===== config.mk =====
export PLATFORM = sky130hd
export DESIGN_NAME = pinmux_top
export DESIGN_NICKNAME = d
export VERILOG_FILES = /design/src/pinmux_pkg.sv /design/src/pinmux_regs.sv /design/src/pinmux_tick_gen.sv /design/src/pinmux_pwm.sv /design/src/pinmux_pad_mux.sv /design/src/pinmux_top.sv
export SDC_FILE = /design/constraint.sdc
export NUM_CORES = 1
export LEC_CHECK = 0
export ABC_AREA = 1
export CAP_MARGIN = 30
export CORE_UTILIZATION = 40
export CTS_CLUSTER_DIAMETER = 30
export DETAILED_ROUTE_END_ITERATION = 10
export DONT_BUFFER_PORTS = 1
export GPL_ROUTABILITY_DRIVEN = 0
export PLACE_DENSITY = 0.64
export RECOVER_POWER = 25
export SLEW_MARGIN = 30
export SYNTH_ARGS = -nofsm -noshare
export SYNTH_HDL_FRONTEND = slang
export SYNTH_HIERARCHICAL = 1
export SYNTH_SLANG_ARGS = --single-unit
export TNS_END_PERCENT = 20

===== constraint.sdc =====
create_clock -name mclk -period 7.1 [get_ports mclk]
set_input_delay 0.71 -clock mclk [delete_from_list [all_inputs] [get_ports mclk]]
set_output_delay 0.71 -clock mclk [all_outputs]
set_load 0.01 [all_outputs]

===== src/pinmux_pkg.sv =====
// Register map and widths for the 8-pad mux; byte-addressed 8-bit offsets and at most 8 pads
package pinmux_pkg;

  //--------------------------------------------------------------------------
  // Pad and register bus widths
  //--------------------------------------------------------------------------
  localparam int unsigned PAD_W       = 8;
  localparam int unsigned REG_AW      = 8;
  localparam int unsigned REG_DW      = 32;
  localparam int unsigned REG_BEW     = REG_DW / 8;

  // PWM channel count and phase count width
  localparam int unsigned PWM_N       = 2;
  localparam int unsigned PWM_CNT_W   = 16;

  // Tick divider widths
  localparam int unsigned PULSE_CFG_W   = 10;
  localparam int unsigned MS_PER_US_CNT = 1000;
  localparam int unsigned MS_CNT_W      = 10;

  //--------------------------------------------------------------------------
  // Register offsets
  //--------------------------------------------------------------------------
  localparam logic [REG_AW-1:0] REG_GPIO_DIR   = 8'h00;
  localparam logic [REG_AW-1:0] REG_GPIO_OUT   = 8'h04;
  // Read only, synchronized pad inputs
  localparam logic [REG_AW-1:0] REG_GPIO_IN    = 8'h08;
  localparam logic [REG_AW-1:0] REG_MULTI_FUNC = 8'h0C;
  localparam logic [REG_AW-1:0] REG_PULSE_1US  = 8'h10;
  // High count in [15:0], low count in [31:16]
  localparam logic [REG_AW-1:0] REG_PWM0       = 8'h14;
  localparam logic [REG_AW-1:0] REG_PWM1       = 8'h18;

  // Multi-function register fields
  localparam int unsigned FN_PWM_LSB  = 0;
  localparam int unsigned FN_UART_BIT = 8;

  //--------------------------------------------------------------------------
  // Pad positions of the alternate functions
  //--------------------------------------------------------------------------
  localparam int unsigned PAD_UART_RXD = 0;
  localparam int unsigned PAD_UART_TXD = 1;
  localparam int unsigned PAD_PWM0     = 3;
  localparam int unsigned PAD_PWM1     = 5;

endpackage


===== src/pinmux_regs.sv =====
// Every access acks one cycle after reg_cs_i and the master must hold its request until then
`timescale 1ns/100ps

module pinmux_regs (
  input  logic                                 mclk,
  input  logic                                 rst_n_i,
  // Register bus
  input  logic                                 reg_cs_i,
  input  logic                                 reg_wr_i,
  input  logic [pinmux_pkg::REG_AW-1:0]        reg_addr_i,
  input  logic [pinmux_pkg::REG_DW-1:0]        reg_wdata_i,
  input  logic [pinmux_pkg::REG_BEW-1:0]       reg_be_i,
  output logic [pinmux_pkg::REG_DW-1:0]        reg_rdata_o,
  output logic                                 reg_ack_o,
  // Raw pad inputs
  input  logic [pinmux_pkg::PAD_W-1:0]         pad_in_i,
  // Configuration outputs
  output logic [pinmux_pkg::PAD_W-1:0]         cfg_gpio_dir_o,
  output logic [pinmux_pkg::PAD_W-1:0]         cfg_gpio_out_o,
  output logic                                 cfg_uart_enb_o,
  output logic [pinmux_pkg::PWM_N-1:0]         cfg_pwm_enb_o,
  output logic [pinmux_pkg::PULSE_CFG_W-1:0]   cfg_pulse_1us_o,
  output logic [pinmux_pkg::PWM_CNT_W-1:0]     cfg_pwm0_high_o,
  output logic [pinmux_pkg::PWM_CNT_W-1:0]     cfg_pwm0_low_o,
  output logic [pinmux_pkg::PWM_CNT_W-1:0]     cfg_pwm1_high_o,
  output logic [pinmux_pkg::PWM_CNT_W-1:0]     cfg_pwm1_low_o
);

  import pinmux_pkg::*;

  logic              wr_stb;
  logic              rd_stb;
  logic [REG_DW-1:0] be_mask;
  logic [REG_DW-1:0] wdat;
  logic [REG_DW-1:0] rd_mux;
  logic [REG_DW-1:0] pwm0_reg;
  logic [REG_DW-1:0] pwm1_reg;
  logic [PAD_W-1:0]  pad_sync1;
  logic [PAD_W-1:0]  pad_sync2;

  // Access is taken on the edge that raises the ack
  assign wr_stb = reg_cs_i & reg_wr_i & ~reg_ack_o;
  assign rd_stb = reg_cs_i & ~reg_wr_i & ~reg_ack_o;

  // Byte enables widened to a bit mask
  always_comb begin
    for (int b = 0; b < REG_BEW; b++) begin
      be_mask[8*b +: 8] = {8{reg_be_i[b]}};
    end
  end

  assign wdat = reg_wdata_i & be_mask;

  //--------------------------------------------------------------------------
  // Ack and read data
  //--------------------------------------------------------------------------
  // Single-cycle ack, one edge after cs is seen
  always_ff @(posedge mclk or negedge rst_n_i) begin
    if (!rst_n_i) begin
      reg_ack_o <= 1'b0;
    end else begin
      reg_ack_o <= reg_cs_i & ~reg_ack_o;
    end
  end

  // Only implemented fields read back, rest is zero
  always_comb begin
    rd_mux = '0;
    case (reg_addr_i)
      REG_GPIO_DIR:   rd_mux[PAD_W-1:0] = cfg_gpio_dir_o;
      REG_GPIO_OUT:   rd_mux[PAD_W-1:0] = cfg_gpio_out_o;
      REG_GPIO_IN:    rd_mux[PAD_W-1:0] = pad_sync2;
      REG_MULTI_FUNC: begin
        rd_mux[FN_PWM_LSB +: PWM_N] = cfg_pwm_enb_o;
        rd_mux[FN_UART_BIT]         = cfg_uart_enb_o;
      end
      REG_PULSE_1US:  rd_mux[PULSE_CFG_W-1:0] = cfg_pulse_1us_o;
      REG_PWM0:       rd_mux = pwm0_reg;
      REG_PWM1:       rd_mux = pwm1_reg;
      default:        rd_mux = '0;
    endcase
  end

  always_ff @(posedge mclk) begin
    if (rd_stb) begin
      reg_rdata_o <= rd_mux;
    end
  end

  //--------------------------------------------------------------------------
  // Configuration registers, byte-enabled writes
  //--------------------------------------------------------------------------
  always_ff @(posedge mclk or negedge rst_n_i) begin
    if (!rst_n_i) begin
      cfg_gpio_dir_o  <= '0;
      cfg_gpio_out_o  <= '0;
      cfg_pwm_enb_o   <= '0;
      cfg_uart_enb_o  <= 1'b0;
      cfg_pulse_1us_o <= '0;
      pwm0_reg        <= '0;
      pwm1_reg        <= '0;
    end else if (wr_stb) begin
      case (reg_addr_i)
        REG_GPIO_DIR: begin
          cfg_gpio_dir_o <= (cfg_gpio_dir_o & ~be_mask[PAD_W-1:0]) | wdat[PAD_W-1:0];
        end
        REG_GPIO_OUT: begin
          cfg_gpio_out_o <= (cfg_gpio_out_o & ~be_mask[PAD_W-1:0]) | wdat[PAD_W-1:0];
        end
        REG_MULTI_FUNC: begin
          cfg_pwm_enb_o  <= (cfg_pwm_enb_o & ~be_mask[FN_PWM_LSB +: PWM_N])
                            | wdat[FN_PWM_LSB +: PWM_N];
          cfg_uart_enb_o <= (cfg_uart_enb_o & ~be_mask[FN_UART_BIT]) | wdat[FN_UART_BIT];
        end
        REG_PULSE_1US: begin
          cfg_pulse_1us_o <= (cfg_pulse_1us_o & ~be_mask[PULSE_CFG_W-1:0])
                             | wdat[PULSE_CFG_W-1:0];
        end
        REG_PWM0: pwm0_reg <= (pwm0_reg & ~be_mask) | wdat;
        REG_PWM1: pwm1_reg <= (pwm1_reg & ~be_mask) | wdat;
        // Unmapped, write dropped
        default: ;
      endcase
    end
  end

  assign cfg_pwm0_high_o = pwm0_reg[PWM_CNT_W-1:0];
  assign cfg_pwm0_low_o  = pwm0_reg[REG_DW-1:PWM_CNT_W];
  assign cfg_pwm1_high_o = pwm1_reg[PWM_CNT_W-1:0];
  assign cfg_pwm1_low_o  = pwm1_reg[REG_DW-1:PWM_CNT_W];

  // Pad input synchronizer, 2 stages
  always_ff @(posedge mclk or negedge rst_n_i) begin
    if (!rst_n_i) begin
      pad_sync1 <= '0;
      pad_sync2 <= '0;
    end else begin
      pad_sync1 <= pad_in_i;
      pad_sync2 <= pad_sync1;
    end
  end

  // Master holds cs through the ack cycle, so a second ack would be a new access
  a_ack_one_cycle: assert property (@(posedge mclk) disable iff (!rst_n_i)
    reg_ack_o |=> !reg_ack_o)
    else $error("[FAIL] %0t reg_ack_o high in two consecutive cycles", $time);

endmodule


===== src/pinmux_tick_gen.sv =====
// A divider setting of N gives a 1 us tick every N+1 clocks and any change restarts both ticks
`timescale 1ns/100ps

module pinmux_tick_gen (
  input  logic                                mclk,
  input  logic                                rst_n_i,
  input  logic [pinmux_pkg::PULSE_CFG_W-1:0]  cfg_pulse_1us_i,
  output logic                                pulse_1us_o,
  output logic                                pulse_1ms_o
);

  import pinmux_pkg::*;

  logic [PULSE_CFG_W-1:0] us_cnt;
  logic [PULSE_CFG_W-1:0] cfg_q;
  logic [MS_CNT_W-1:0]    ms_cnt;
  logic                   cfg_chg;
  logic                   ms_wrap;

  // Divider setting rewritten since last cycle
  assign cfg_chg = (cfg_pulse_1us_i != cfg_q);
  assign ms_wrap = (ms_cnt == MS_CNT_W'(MS_PER_US_CNT - 1));

  //--------------------------------------------------------------------------
  // us divider feeding the ms divider
  //--------------------------------------------------------------------------
  always_ff @(posedge mclk or negedge rst_n_i) begin
    if (!rst_n_i) begin
      cfg_q       <= '0;
      us_cnt      <= '0;
      ms_cnt      <= '0;
      pulse_1us_o <= 1'b0;
      pulse_1ms_o <= 1'b0;
    end else begin
      cfg_q <= cfg_pulse_1us_i;
      if (cfg_chg) begin
        // Restart both dividers
        us_cnt      <= '0;
        ms_cnt      <= '0;
        pulse_1us_o <= 1'b0;
        pulse_1ms_o <= 1'b0;
      end else if (us_cnt == cfg_pulse_1us_i) begin
        us_cnt      <= '0;
        pulse_1us_o <= 1'b1;
        // ms tick rides on every 1000th us tick
        if (ms_wrap) begin
          ms_cnt      <= '0;
          pulse_1ms_o <= 1'b1;
        end else begin
          ms_cnt      <= ms_cnt + 1'b1;
          pulse_1ms_o <= 1'b0;
        end
      end else begin
        us_cnt      <= us_cnt + 1'b1;
        pulse_1us_o <= 1'b0;
        pulse_1ms_o <= 1'b0;
      end
    end
  end

  a_ms_on_us: assert property (@(posedge mclk) disable iff (!rst_n_i)
    pulse_1ms_o |-> pulse_1us_o)
    else $error("[FAIL] %0t pulse_1ms_o without pulse_1us_o", $time);

endmodule


===== src/pinmux_pwm.sv =====
// Phase lengths count ms ticks and a count of zero acts as one
`timescale 1ns/100ps

module pinmux_pwm (
  input  logic                              mclk,
  input  logic                              rst_n_i,
  input  logic                              pulse_1ms_i,
  input  logic                              cfg_enb_i,
  input  logic [pinmux_pkg::PWM_CNT_W-1:0]  cfg_high_i,
  input  logic [pinmux_pkg::PWM_CNT_W-1:0]  cfg_low_i,
  output logic                              waveform_o
);

  import pinmux_pkg::*;

  logic                 active;
  logic [PWM_CNT_W-1:0] ms_cnt;
  logic [PWM_CNT_W-1:0] phase_len;
  logic [PWM_CNT_W-1:0] phase_last;

  // Length of the phase in progress
  assign phase_len  = waveform_o ? cfg_high_i : cfg_low_i;
  assign phase_last = (phase_len == '0) ? '0 : phase_len - 1'b1;

  //--------------------------------------------------------------------------
  // Phase flag and ms counter
  //--------------------------------------------------------------------------
  always_ff @(posedge mclk or negedge rst_n_i) begin
    if (!rst_n_i) begin
      active     <= 1'b0;
      waveform_o <= 1'b0;
      ms_cnt     <= '0;
    end else if (!cfg_enb_i) begin
      // Idle low, counter parked
      active     <= 1'b0;
      waveform_o <= 1'b0;
      ms_cnt     <= '0;
    end else if (!active) begin
      // First enabled cycle starts the high phase
      active     <= 1'b1;
      waveform_o <= 1'b1;
      ms_cnt     <= '0;
    end else if (pulse_1ms_i) begin
      if (ms_cnt >= phase_last) begin
        ms_cnt     <= '0;
        waveform_o <= ~waveform_o;
      end else begin
        ms_cnt <= ms_cnt + 1'b1;
      end
    end
  end

  a_off_when_disabled: assert property (@(posedge mclk) disable iff (!rst_n_i)
    !cfg_enb_i |=> !waveform_o)
    else $error("[FAIL] %0t PWM waveform high after disable", $time);

endmodule


===== src/pinmux_pad_mux.sv =====
// Purely combinational so pads change in the same cycle as the register write ack
`timescale 1ns/100ps

module pinmux_pad_mux (
  input  logic [pinmux_pkg::PAD_W-1:0]  cfg_gpio_dir_i,
  input  logic [pinmux_pkg::PAD_W-1:0]  cfg_gpio_out_i,
  input  logic                          cfg_uart_enb_i,
  input  logic [pinmux_pkg::PWM_N-1:0]  cfg_pwm_enb_i,
  input  logic [pinmux_pkg::PWM_N-1:0]  pwm_wfm_i,
  input  logic                          uart_txd_i,
  input  logic [pinmux_pkg::PAD_W-1:0]  pad_in_i,
  output logic [pinmux_pkg::PAD_W-1:0]  pad_out_o,
  output logic [pinmux_pkg::PAD_W-1:0]  pad_oen_o,
  output logic                          uart_rxd_o,
  output logic [pinmux_pkg::PAD_W-1:0]  pad_in_o
);

  import pinmux_pkg::*;

  //--------------------------------------------------------------------------
  // Pad map
  //   pad 0  GPIO / UART RXD
  //   pad 1  GPIO / UART TXD
  //   pad 3  GPIO / PWM0
  //   pad 5  GPIO / PWM1
  //   others GPIO only
  //--------------------------------------------------------------------------

  // Output and output-enable, later statements win
  always_comb begin
    pad_out_o = '0;
    pad_oen_o = '1;

    // GPIO rule, lowest priority
    for (int i = 0; i < PAD_W; i++) begin
      if (cfg_gpio_dir_i[i]) begin
        pad_out_o[i] = cfg_gpio_out_i[i];
        pad_oen_o[i] = 1'b0;
      end
    end

    // PWM channels
    if (cfg_pwm_enb_i[0]) begin
      pad_out_o[PAD_PWM0] = pwm_wfm_i[0];
      pad_oen_o[PAD_PWM0] = 1'b0;
    end
    if (cfg_pwm_enb_i[1]) begin
      pad_out_o[PAD_PWM1] = pwm_wfm_i[1];
      pad_oen_o[PAD_PWM1] = 1'b0;
    end

    // UART takes pads 0 and 1
    if (cfg_uart_enb_i) begin
      pad_out_o[PAD_UART_RXD] = 1'b0;
      pad_oen_o[PAD_UART_RXD] = 1'b1;
      pad_out_o[PAD_UART_TXD] = uart_txd_i;
      pad_oen_o[PAD_UART_TXD] = 1'b0;
    end
  end

  // RXD held low while UART is off
  assign uart_rxd_o = cfg_uart_enb_i & pad_in_i[PAD_UART_RXD];

  // Raw inputs go back to the register bank synchronizer
  assign pad_in_o = pad_in_i;

  // RXD pad must never be driven by the mux when UART owns it
  always_comb begin
    if (cfg_uart_enb_i) begin
      a_rxd_input: assert final (pad_oen_o[PAD_UART_RXD])
        else $error("[FAIL] %0t RXD pad driven while UART enabled", $time);
    end
  end

endmodule


===== src/pinmux_top.sv =====
// Submodules leave reset two mclk edges after arst_n_i rises and the pad input is not debounced
`timescale 1ns/100ps

module pinmux_top (
  input  logic                           mclk,
  input  logic                           arst_n_i,
  // Register bus
  input  logic                           reg_cs_i,
  input  logic                           reg_wr_i,
  input  logic [pinmux_pkg::REG_AW-1:0]  reg_addr_i,
  input  logic [pinmux_pkg::REG_DW-1:0]  reg_wdata_i,
  input  logic [pinmux_pkg::REG_BEW-1:0] reg_be_i,
  output logic [pinmux_pkg::REG_DW-1:0]  reg_rdata_o,
  output logic                           reg_ack_o,
  // Pads
  input  logic [pinmux_pkg::PAD_W-1:0]   pad_in_i,
  output logic [pinmux_pkg::PAD_W-1:0]   pad_out_o,
  output logic [pinmux_pkg::PAD_W-1:0]   pad_oen_o,
  // UART
  input  logic                           uart_txd_i,
  output logic                           uart_rxd_o
);

  import pinmux_pkg::*;

  logic [1:0]             rst_sync;
  logic                   sreset_n;
  logic [PAD_W-1:0]       cfg_gpio_dir;
  logic [PAD_W-1:0]       cfg_gpio_out;
  logic                   cfg_uart_enb;
  logic [PWM_N-1:0]       cfg_pwm_enb;
  logic [PULSE_CFG_W-1:0] cfg_pulse_1us;
  logic [PWM_CNT_W-1:0]   cfg_pwm0_high;
  logic [PWM_CNT_W-1:0]   cfg_pwm0_low;
  logic [PWM_CNT_W-1:0]   cfg_pwm1_high;
  logic [PWM_CNT_W-1:0]   cfg_pwm1_low;
  logic [PAD_W-1:0]       pad_in_raw;
  logic [PWM_N-1:0]       pwm_wfm;
  logic                   pulse_1ms;

  //--------------------------------------------------------------------------
  // Reset synchronizer, async assert and sync release
  //--------------------------------------------------------------------------
  always_ff @(posedge mclk or negedge arst_n_i) begin
    if (!arst_n_i) begin
      rst_sync <= 2'b00;
    end else begin
      rst_sync <= {rst_sync[0], 1'b1};
    end
  end

  assign sreset_n = rst_sync[1];

  pinmux_regs u_regs (
    .mclk            (mclk),
    .rst_n_i         (sreset_n),
    .reg_cs_i        (reg_cs_i),
    .reg_wr_i        (reg_wr_i),
    .reg_addr_i      (reg_addr_i),
    .reg_wdata_i     (reg_wdata_i),
    .reg_be_i        (reg_be_i),
    .reg_rdata_o     (reg_rdata_o),
    .reg_ack_o       (reg_ack_o),
    .pad_in_i        (pad_in_raw),
    .cfg_gpio_dir_o  (cfg_gpio_dir),
    .cfg_gpio_out_o  (cfg_gpio_out),
    .cfg_uart_enb_o  (cfg_uart_enb),
    .cfg_pwm_enb_o   (cfg_pwm_enb),
    .cfg_pulse_1us_o (cfg_pulse_1us),
    .cfg_pwm0_high_o (cfg_pwm0_high),
    .cfg_pwm0_low_o  (cfg_pwm0_low),
    .cfg_pwm1_high_o (cfg_pwm1_high),
    .cfg_pwm1_low_o  (cfg_pwm1_low)
  );

  // 1 ms tick feeds the PWM channels, the 1 us tick stays internal
  pinmux_tick_gen u_tick_gen (
    .mclk            (mclk),
    .rst_n_i         (sreset_n),
    .cfg_pulse_1us_i (cfg_pulse_1us),
    .pulse_1us_o     (),
    .pulse_1ms_o     (pulse_1ms)
  );

  // PWM0 on pad 3
  pinmux_pwm u_pwm_0 (
    .mclk        (mclk),
    .rst_n_i     (sreset_n),
    .pulse_1ms_i (pulse_1ms),
    .cfg_enb_i   (cfg_pwm_enb[0]),
    .cfg_high_i  (cfg_pwm0_high),
    .cfg_low_i   (cfg_pwm0_low),
    .waveform_o  (pwm_wfm[0])
  );

  // PWM1 on pad 5
  pinmux_pwm u_pwm_1 (
    .mclk        (mclk),
    .rst_n_i     (sreset_n),
    .pulse_1ms_i (pulse_1ms),
    .cfg_enb_i   (cfg_pwm_enb[1]),
    .cfg_high_i  (cfg_pwm1_high),
    .cfg_low_i   (cfg_pwm1_low),
    .waveform_o  (pwm_wfm[1])
  );

  pinmux_pad_mux u_pad_mux (
    .cfg_gpio_dir_i (cfg_gpio_dir),
    .cfg_gpio_out_i (cfg_gpio_out),
    .cfg_uart_enb_i (cfg_uart_enb),
    .cfg_pwm_enb_i  (cfg_pwm_enb),
    .pwm_wfm_i      (pwm_wfm),
    .uart_txd_i     (uart_txd_i),
    .pad_in_i       (pad_in_i),
    .pad_out_o      (pad_out_o),
    .pad_oen_o      (pad_oen_o),
    .uart_rxd_o     (uart_rxd_o),
    .pad_in_o       (pad_in_raw)
  );

endmodule


# ---- Word level (Yosys, flattened, before mapping)
# Cells that the tools add are included.
dict set report totals {
  regBits 211
  inputBits 57
  output_inout_bits 50
}
dict set report classes {
  add_sub_neg 6
  order_cmp 2
  n_eq_ne 13
  n_mux 57
  bitwise 30
  reduce_logical 12
}
# cell count
set ops {}
lappend ops {{2-to-1 mux 16 bit} 12}
lappend ops {{AND 32 bit} 3}
lappend ops {{bitwise OR 32 bit} 2}
lappend ops {{2-to-1 mux 10 bit} 5}
lappend ops {{case mux 22 bit (2 select lines)} 1}
lappend ops {{case mux 6 bit (6 select lines)} 1}
lappend ops {{2-to-1 mux 1 bit} 33}
lappend ops {{adder 16 x 1 -> 16 bit (second input constant)} 2}
lappend ops {{greater-or-equal comparator 16 bit} 2}
lappend ops {{zero test 16 bit} 2}
lappend ops {{NOT 32 bit} 1}
lappend ops {{subtractor 16 x 1 -> 16 bit (second input constant)} 2}
lappend ops {{== test 8 x 5 -> 1 bit (second input constant)} 3}
lappend ops {{adder 10 x 1 -> 10 bit (second input constant)} 2}
lappend ops {{AND 8 bit} 2}
lappend ops {{== test 8 x 4 -> 1 bit (second input constant)} 2}
lappend ops {{bitwise OR 8 bit} 2}
lappend ops {{AND reduction 2 bit} 8}
lappend ops {{case mux 2 bit (7 select lines)} 1}
lappend ops {{inequality test 3 bit (second input constant)} 4}
lappend ops {{AND 10 bit} 1}
lappend ops {{== test 10 bit} 1}
lappend ops {{== test 10 bit (second input constant)} 1}
lappend ops {{inequality test 10 bit} 1}
lappend ops {{other kinds (15)} 26}

# ---- Logic depth before layout (Yosys ltp)
# Gate-level depths: netlist of the first run.
dict set report logic_depth {
  word_depth 8
  depth_mapped 25
}

# ---- By module
# Netlist of the first run, hierarchy kept.
# module instances cells_per_inst area_per_inst_um2
set modules_own_cells {}
lappend modules_own_cells {pinmux_regs 1 662 5967.0}
lappend modules_own_cells {{pinmux_pwm (u_pwm_1)} 1 304 1989.4}
lappend modules_own_cells {{pinmux_pwm (u_pwm_0)} 1 298 1955.6}
lappend modules_own_cells {pinmux_tick_gen 1 247 1843.0}
lappend modules_own_cells {pinmux_pad_mux 1 40 188.9}
lappend modules_own_cells {pinmux_top 1 3 53.8}

# ---- Least setup slack after synthesis of the first run
# Ideal clock, no wire load.
dict set report synth_path {
  path_type {reg2reg}
  from {register u_pwm_1.waveform_o}
  to {register u_pwm_1.ms_cnt[11]}
  setup_time_ns 0.137
  arrival_ns 2.832
  required_ns 6.963
  path_slack_ns 4.131
  stages_incl_launch_ff 22
  n_path_buf 2
  period_less_slack_ns 2.969
  path_cell_list {dfrtp_1 -> buf_4 -> o21ai_0 -> ha_1 -> inv_1 -> nor3_2 -> nand4_4 -> inv_2 -> nor2_1 -> ha_1 -> nand2_1 -> nor2_1 -> nor2_1 -> nand2_1 -> nand2_1 -> nand2_1 -> nand2_1 -> nand2_1 -> nand2_1 -> nand2_1 -> clkbuf_1 -> a21oi_1}
}
dict set report synth_via {
  elab_chain_cells 8
  word_cells_on_any_way 9
  classes_between {add/sub: 1; order compare: 1; mux: 6; reduce/logical: 1}
}
# element line_no
set synth_lines {}
lappend synth_lines {{start, declared} pinmux_pwm.sv:11} ;# output logic waveform_o
lappend synth_lines {{start signal, assigned} pinmux_pwm.sv:46} ;# waveform_o <= ~waveform_o;
lappend synth_lines {{2-to-1 mux 16 bit *} pinmux_pwm.sv:22} ;# assign phase_len = waveform_o ? cfg_high_i : cfg_low_i;
lappend synth_lines {{subtractor 16 x 1 -> 16 bit / zero test 16 bit (equally long branches)} pinmux_pwm.sv:23} ;# assign phase_last = (phase_len == '0) ? '0 : phase_len - 1'b1;
lappend synth_lines {{2-to-1 mux 16 bit *} pinmux_pwm.sv:23}
lappend synth_lines {{greater-or-equal comparator 16 bit *} pinmux_pwm.sv:44} ;# if (ms_cnt >= phase_last) begin
lappend synth_lines {{2-to-1 mux 16 bit *} pinmux_pwm.sv:44}
lappend synth_lines {{2-to-1 mux 16 bit *} pinmux_pwm.sv:43} ;# end else if (pulse_1ms_i) begin
lappend synth_lines {{2-to-1 mux 16 bit *} pinmux_pwm.sv:38} ;# end else if (!active) begin
lappend synth_lines {{2-to-1 mux 16 bit *} pinmux_pwm.sv:33} ;# end else if (!cfg_enb_i) begin
lappend synth_lines {{end signal, assigned} pinmux_pwm.sv:48} ;# ms_cnt <= ms_cnt + 1'b1;
lappend synth_lines {{end, declared} pinmux_pwm.sv:17} ;# logic [PWM_CNT_W-1:0] ms_cnt;
# Every way passes the cells marked *; elsewhere a longest branch is shown, timed or not. The select of a mux whose other input is x is not followed.
# A chain may end at the register's enable or synchronous reset.

# ---- Worst setup path after layout of the first run
dict set report layout_path {
  from {register u_pwm_1.waveform_o}
  to {register u_pwm_1.ms_cnt[10]}
}
# The elaborated chain is that of the path after synthesis.

==> results summary, run 1 <==
The clock slew seen by the registers of the worst setup and hold paths is 0.05 ns. The cell area after layout is 0.01408 mm2. The number of DRC markers after the initial detailed-route iteration is 883.

The analysis attributes to cell leakage a power of 6.928 nW. The post-layout minimum cycle time came out at 3.537 ns. The standard cell area after detailed placement is 0.01218 mm2.

The number of endpoints failing setup at the final stage came out at 0. The clock network latency to the later pin of the worst-skew pair is 0.55 ns. The relative area change from synthesis to final layout is 17.60%. The CTS buffer count is 52. The number of failing hold endpoints at the final stage came out at 0.

The total area inside the core boundary comes to 0.02909 mm2. The number of placed instances with taps included came out at 1,893. The tightest min-delay check is of the input port to flop type. The final clock period utilization by the worst path is 49.82%.

The worst setup path is launched from a flop. Hold timing on the final database bottoms out at a slack of 0.1936 ns. The via count of the routed design came out at 10,100. The fraction of power consumed by the clock network is 59.0%. Cell internal power was estimated by the tool at 3.169 mW. The total count of max-transition violations in the final report is 58.

After legalization and detailed placement, the total HPWL measured 21.54 mm. The port buffer count is 0. The global-route congestion overflow total came out at 0.

The clock sink count is 211. TritonCTS built the clock tree. In this run the critical register-to-register path is captured at u_pwm_1/ms_cnt[10]$_DFFE_PN0P_.

The number of levels the H-tree was split into is 2. The maximum vdd ir drop is 0.1757 mV. The average via count per standard cell came out at 5.071.

The floorplan has 62 rows. The kind of critical path is flop to flop. The peak fanout along the critical path is 35.

The height of the die came out at 175.0 um. In the final routed layout, each cell accounts on average for 15.38 um. The number of gates resized after cts is 0. STA classifies the critical path endpoint as a flop.

The switching power of the nets is 1.043 mW. The post-synth design cell area is 0.01197 mm2. The length of the first detailed-routing pass in iterations came out at 5. The critical path startpoint is u_pwm_1/waveform_o$_DFFE_PN0P_. The number of primary I/O pins is 107.

The highest attainable clock frequency came out at 282.7 MHz. Data arrives at the worst endpoint at 3.97 ns. The deepest clock path buffer count came out at 3. The post-route setup TNS came out at 0 ns. The post-synthesis net count came out at 1,649. The power density over cell area is 299.2 mW/mm2.

For this configuration, the core starts out at a cell density of 41.14%. In this run switching power makes up 24.76% of total power. Counting every instance in the synthesized netlist gives 1,552.

Leaving out filler cells and counting taps, the final layout contains 1,992. The mean instance size in the synthesized netlist is 7.712 um2. The sequential share of power came out at 31.1%. The checks that failed: capacitance limit, slew limit. The number of cell instances on the worst register-to-register path is 20. The end point of the critical path is u_pwm_1/ms_cnt[10]$_DFFE_PN0P_. The relative max-transition margin came out at -120.7%. The cell at the root of the clock tree is sky130_fd_sc_hd__clkbuf_16.

The worst register-to-register path begins at u_pwm_1/waveform_o$_DFFE_PN0P_. The number of antenna repair diodes is 0. The flow ran to the end, but the final reports show violations. The global-route wire length before repair came out at 49.11 mm. Setup repair after global routing left no endpoint under its margin.

The floorplan die area came out at 0.03062 mm2. The combinational share of power came out at 9.9%. The total length of routed wires came out at 30.63 mm. For the final database, setup skew stands at 0.02395 ns. The die boundary width is 175.0 um.

The all-layer global routing usage is 20.17%. The number of setup buffers added after CTS is 0. The pin slew with the least headroom to its limit came out at 3.311 ns.

The total of warnings raised by yosys came out at 6. The share of final-layout standard cells stronger than drive strength 1 is 10.76%. For the worst setup path, the data required time is 7.53 ns. The number of antenna violations at the first check in global routing is 1. Entering global routing, the biggest net connects 178 pins.

The number of maximum-capacitance violations came out at 1. The number of global-route vias before repair came out at 9,358. The layout net count is 1,662. The detail route stage leaves a number of antenna-violating nets equal to 0. The reg2reg setup slack is 3.56 ns. The number of remaining DRC errors is 0.
==> timing repair <==
action / 4_1_cts / 5_1_grt
endpoints found under the hold margin: 2 / 0
hold buffers: 1 / 0
endpoints found under the setup margin: 0 / 0
==> critical path, stage by stage (launching register included) <==
cell	delay [ns]
sky130_fd_sc_hd__dfrtp_2	0.60
sky130_fd_sc_hd__o21ai_0	0.44
sky130_fd_sc_hd__ha_1	0.23
sky130_fd_sc_hd__inv_1	0.06
sky130_fd_sc_hd__nor3_2	0.24
sky130_fd_sc_hd__nand4_4	0.15
sky130_fd_sc_hd__inv_2	0.13
sky130_fd_sc_hd__nor2_1	0.06
sky130_fd_sc_hd__ha_1	0.27
sky130_fd_sc_hd__nand2_1	0.04
sky130_fd_sc_hd__nor2_1	0.08
sky130_fd_sc_hd__nor2_1	0.04
sky130_fd_sc_hd__nand2_1	0.05
sky130_fd_sc_hd__nand2_1	0.05
sky130_fd_sc_hd__nand2_1	0.06
sky130_fd_sc_hd__nand2_1	0.04
sky130_fd_sc_hd__nand2_1	0.07
sky130_fd_sc_hd__nand2_1	0.05
sky130_fd_sc_hd__nand2_1	0.42
sky130_fd_sc_hd__nand2_1	0.16
sky130_fd_sc_hd__and2_1	0.17
==> cells in the final DEF (no fill, tap or decap), types with 9 or more instances in the layout <==
master / n
sky130_fd_sc_hd__nand2_1: 518
sky130_fd_sc_hd__dfrtp_1: 176
sky130_fd_sc_hd__inv_1: 167
sky130_fd_sc_hd__nand3_1: 149
sky130_fd_sc_hd__nor2_1: 117
sky130_fd_sc_hd__o21ai_1: 59
sky130_fd_sc_hd__clkbuf_16: 53
sky130_fd_sc_hd__ha_1: 40
sky130_fd_sc_hd__a21oi_1: 38
sky130_fd_sc_hd__xor2_1: 34
sky130_fd_sc_hd__edfxtp_1: 32
sky130_fd_sc_hd__o21ai_0: 25
sky130_fd_sc_hd__nor3_1: 21
sky130_fd_sc_hd__nand4_1: 16
sky130_fd_sc_hd__nand2_2: 15
sky130_fd_sc_hd__inv_2: 12
sky130_fd_sc_hd__xnor2_1: 12
sky130_fd_sc_hd__nor2_2: 11
sky130_fd_sc_hd__clkinv_2: 9
sky130_fd_sc_hd__bufinv_16: 9
==> layer usage <==
layer | global-route usage [%] | vias to the layer above | part of all wire, %
li1 | - | 4997 | -
met1 | 27.75 | 4714 | 46
met2 | 31.45 | 339 | 45
met3 | 4.809 | 49 | 7.4
met4 | 5.942 | 2 | 2.2
met5 | 0 | - | 0.042
==> final cells by class <==
type	count	area [um2]
fill	2762	15010
timing repair buffer	6	63.81
inverter	182	684.4
tap	384	480.5
clock inverter	30	421.7
multi-input combinational	1112	5530
sequential	211	5446
clock buffer	67	1449
==> how the worst min path moves through the flow <==
stage	startpoint	end	slack [ns]	depth (start not counted)
4_1_cts	pad_in_i[6]	u_regs/pad_sync1[6]$_DFF_PN0_	0.17	0
6_report	pad_in_i[6]	u_regs/pad_sync1[6]$_DFF_PN0_	0.19	0
3_3_place_gp	u_regs/pad_sync1[2]$_DFF_PN0_	u_regs/pad_sync2[2]$_DFF_PN0_	0.33	0
2_1_floorplan	rst_sync[0]$_DFF_PN0_	rst_sync[1]$_DFF_PN0_	0.33	0
5_1_grt	pad_in_i[1]	u_regs/pad_sync1[1]$_DFF_PN0_	0.17	0
3_5_place_dp	u_regs/pad_sync1[2]$_DFF_PN0_	u_regs/pad_sync2[2]$_DFF_PN0_	0.34	0
==> power by group through the flow <==
stage,combinational [mW],clock [mW],sequential [mW]
final,0.416,2.49,1.31
after global routing,0.482,2.59,1.31
after CTS,0.418,2.52,1.31
after detailed placement,0.417,0,1.33
after global placement,0.405,0,1.33
after floorplan,0.343,0,1.33
==> metrics by stage <==
stage	utilization, %	power [mW]	worst slack [ns]
2_1_floorplan	-	1.670	1.743
3_3_place_gp	41.88	1.732	3.296
3_5_place_dp	41.88	1.743	3.261
4_1_cts	48.34	4.251	3.194
5_1_grt	48.39	4.385	2.941
6_report	48.39	4.212	3.563
Note: power is estimated with default switching activity, not from simulation.
==> run 2, diff against run 1 <==
==> constraint.sdc (replaced) <==
create_clock -name mclk -period 3.6 [get_ports mclk]
set_input_delay 0.36 -clock mclk [delete_from_list [all_inputs] [get_ports mclk]]
set_output_delay 0.36 -clock mclk [all_outputs]
set_load 0.01 [all_outputs]
==> results summary, run 2 (synthesis results as in run 1) <==
The run finished, with violations left. The final reports fail on capacitance limit, slew limit. The end of the worst register-to-register path is u_pwm_1/ms_cnt[6]$_DFFE_PN0P_.

The number of core rows came to 62 (unchanged). The CTS buffer count is 52 (unchanged). The length of the first detailed-routing pass in iterations is 5 (unchanged).

The number of failing hold endpoints at the final stage came out at 0 (unchanged). The combinational share of power is 10.5% (+0.6 points). The worst register-to-register path begins at u_pwm_1/waveform_o$_DFFE_PN0P_.

The number of maximum-capacitance violations came out at 1 (unchanged). The sum of buffers and inverters on the critical path came out at 1 (-1). The clock sink count came out at 211 (unchanged). The clock slew seen by the registers of the worst setup and hold paths is 0.05 ns (about the same).

The number of global-route vias before repair is 10,020 (+7.0%). The switching part of the total power is 27.01% (+2.2 points). The sequential share of power is 31.6% (+0.5 points). The share of final-layout standard cells stronger than drive strength 1 is 10.93% (+0.17 points).

The port buffer count is 0 (unchanged). The starting utilization of the core area came out at 41.14% (unchanged). Setup repair after global routing left no endpoint under its margin. The slowest library cell on the worst path is sky130_fd_sc_hd__dfrtp_2. The core outline area came out at 0.02909 mm2 (unchanged).

Traced cell by cell, the critical path runs through o21ai_0 > ha_1 > nand3_2 > nor2_2 > nand2_1 > nor3_2 > or2_1 > nand2_1 > ha_1 > nand4_1 > nand3_1 > a31oi_1 > nand2_2 > buf_4 > a21oi_1. The height of the die is 175.0 um (unchanged). The post-route core utilization is 50.09% (+1.7 points).

The design internal power came out at 5.984 mW (+89%). The relative max-transition margin came out at -9.402% (+110 points). The tree is rooted in a sky130_fd_sc_hd__clkbuf_16.

The number of levels the H-tree was split into came out at 2 (unchanged). The path class of the tightest hold or removal check is input port to asynchronous set/reset pin. The clock network latency to the later pin of the worst-skew pair was 0.57 ns (+0.02 ns).

The peak fanout along the critical path was 10 (-71%). The number of standard cells in the layout, taps in and fillers out came out at 2,050 (+2.9%). The power density over cell area came out at 562.6 mW/mm2 (+88%).

The post-layout minimum cycle time is 3.322 ns (-0.2149 ns). TritonCTS built the clock tree. The number of antenna violations at the first check in global routing is 1 (unchanged). The total count of max-transition violations in the final report is 40 (-31%). The required time at the worst-slack endpoint is 4.08 ns (-3.45 ns). The relative area change from synthesis to final layout is 21.74%. The number of DRC markers after the initial detailed-route iteration came out at 902 (+2.2%). The number of remaining DRC errors came to 0 (unchanged).

The final setup skew came out at 0.02190 ns (-0.002053 ns). The pin slew with the least headroom to its limit is 1.641 ns (-1.670 ns). The startpoint type of the worst setup path is a flop. The number of placed instances with taps included came out at 1,902 (+0.48%).

The die boundary width came out at 175.0 um (unchanged). The number of antenna-violating nets in the routed design is 0 (unchanged). The half-perimeter wire length after detailed placement is 22.36 mm (+3.8%). The depth of the critical timing path with buffers and inverters included is 15 (-25%). The average via count per standard cell came out at 5.071 (about the same).

The maximum vdd ir drop was 0.3890 mV (+120%). The library cell used most frequently in the layout, excluding fill and tap cells, is sky130_fd_sc_hd__nand2_1. The post-route setup TNS came out at 0 ns (unchanged). The number of endpoints failing setup at the final stage is 0 (unchanged).

The top cell types in the final layout, fill and taps aside, are sky130_fd_sc_hd__nand2_1 (516), sky130_fd_sc_hd__dfrtp_1 (178), sky130_fd_sc_hd__inv_1 (168). The all-layer global routing usage is 21.12% (+0.96 points). The via count of the routed design came out at 10,400 (+2.9%).

The fraction of power consumed by the clock network is 58.0% (-1.0 points). The layout net count was 1,719 (+3.4%). The number of cell instances on the worst register-to-register path came to 15 (-25%). The global-route wire length before repair is 51.94 mm (+5.8%).

The reported leakage power is 7.099 nW (+2.5%). The longest individual stage delay on the worst path is 0.47 ns (-0.13 ns). The reg2reg setup slack came out at 0.28 ns (-3.29 ns).

The global-route congestion overflow total was 0 (unchanged). The category of cells accounting for the largest share of critical-path delay is simple AND/OR/NAND/NOR gates. The post-CTS setup buffer count came out at 0 (unchanged).

The switching power of the nets came to 2.215 mW (+110%). The critical path arrival came out at 3.80 ns (-0.17 ns). The final clock period utilization by the worst path is 92.28% (+42 points).

The number of primary I/O pins came out at 107 (unchanged). The floorplan die area is 0.03062 mm2 (unchanged). The largest net degree at the start of global routing is 68 (-62%). The highest attainable clock frequency came to 301.0 MHz (+6.5%).

STA classifies the critical path endpoint as a flop. The average detailed-routed wire length per instance was 15.61 um (+1.5%). The total length of routed wires is 32.01 mm (+4.5%).

The worst setup path is of the flop to flop kind. The deepest clock path buffer count is 3 (unchanged).
==> run 2: stage by stage <==
step | setup slack (ns) | instance area, um2 | power, mW | hold slack (ns)
finish | 0.2778 | 14570 | 8.199 | 0.04206
global route | 0.002944 | 14570 | 8.534 | 0.03217
CTS | 0.1149 | 14580 | 8.268 | 0.009716
detailed placement | 0.1518 | 12250 | 3.438 | 0.06446
global placement | 0.2335 | 12250 | 3.414 | 0.06446
floorplan | 0.6308 | 11970 | 3.293 | 0.06441
==> run 2: layout make-up <==
class	count	area, um2
clock buffer	60	1361
clock inverter	37	470.5
fill	2737	14520
sequential	211	5441
inverter	182	684.4
timing repair buffer	63	591.8
multi-input combinational	1112	5539
tap	384	480.5
antenna	1	2.502
==> run 2: repair_timing <==
item	4_1_cts	5_1_grt
hold buffers	50	0
gates resized for setup	0	6
setup endpoints to repair	0	34
endpoints found under the hold margin	63	0
==> run 2: worst max-delay path by stage <==
stage                                    from                             end  slack, ns
2_1_floorplan  u_pwm_1/waveform_o$_DFFE_PN0P_  u_pwm_1/ms_cnt[11]$_DFFE_PN0P_       0.63
3_3_place_gp   u_pwm_1/waveform_o$_DFFE_PN0P_   u_pwm_1/ms_cnt[4]$_DFFE_PN0P_       0.23
3_5_place_dp   u_pwm_1/waveform_o$_DFFE_PN0P_   u_pwm_1/ms_cnt[7]$_DFFE_PN0P_       0.15
4_1_cts        u_pwm_1/waveform_o$_DFFE_PN0P_   u_pwm_1/ms_cnt[6]$_DFFE_PN0P_       0.11
5_1_grt        u_pwm_0/waveform_o$_DFFE_PN0P_  u_pwm_0/waveform_o$_DFFE_PN0P_      0.003
6_report       u_pwm_1/waveform_o$_DFFE_PN0P_   u_pwm_1/ms_cnt[6]$_DFFE_PN0P_       0.28
==> run 2: worst register-to-register path: cells and delay by family, from the launching register on <==
family,cells,cell delay [ns]
flip-flops,1,0.47
buffers and inverters,1,0.22
AND/OR/NAND/NOR,9,1.15
AO/OA/AOI/OAI,3,0.79
adder cells (fa/ha/maj),2,0.61
==> run 2: power by group through the flow <==
| stage | registers, mW | logic (mW) | clock network, mW |
|---|---|---|---|
| 2_1_floorplan | 2.62 | 0.676 | 0 |
| 6_report | 2.59 | 0.858 | 4.75 |
| 3_3_place_gp | 2.62 | 0.790 | 0 |
| 5_1_grt | 2.60 | 0.998 | 4.94 |
| 3_5_place_dp | 2.62 | 0.814 | 0 |
| 4_1_cts | 2.59 | 0.866 | 4.81 |
==> run 2: per-layer routing <==
layer,track usage [%],routed length (um)
met5,0,0
met4,6.486,688
met3,4.439,2446
met2,33.09,14580
met1,29.22,14290
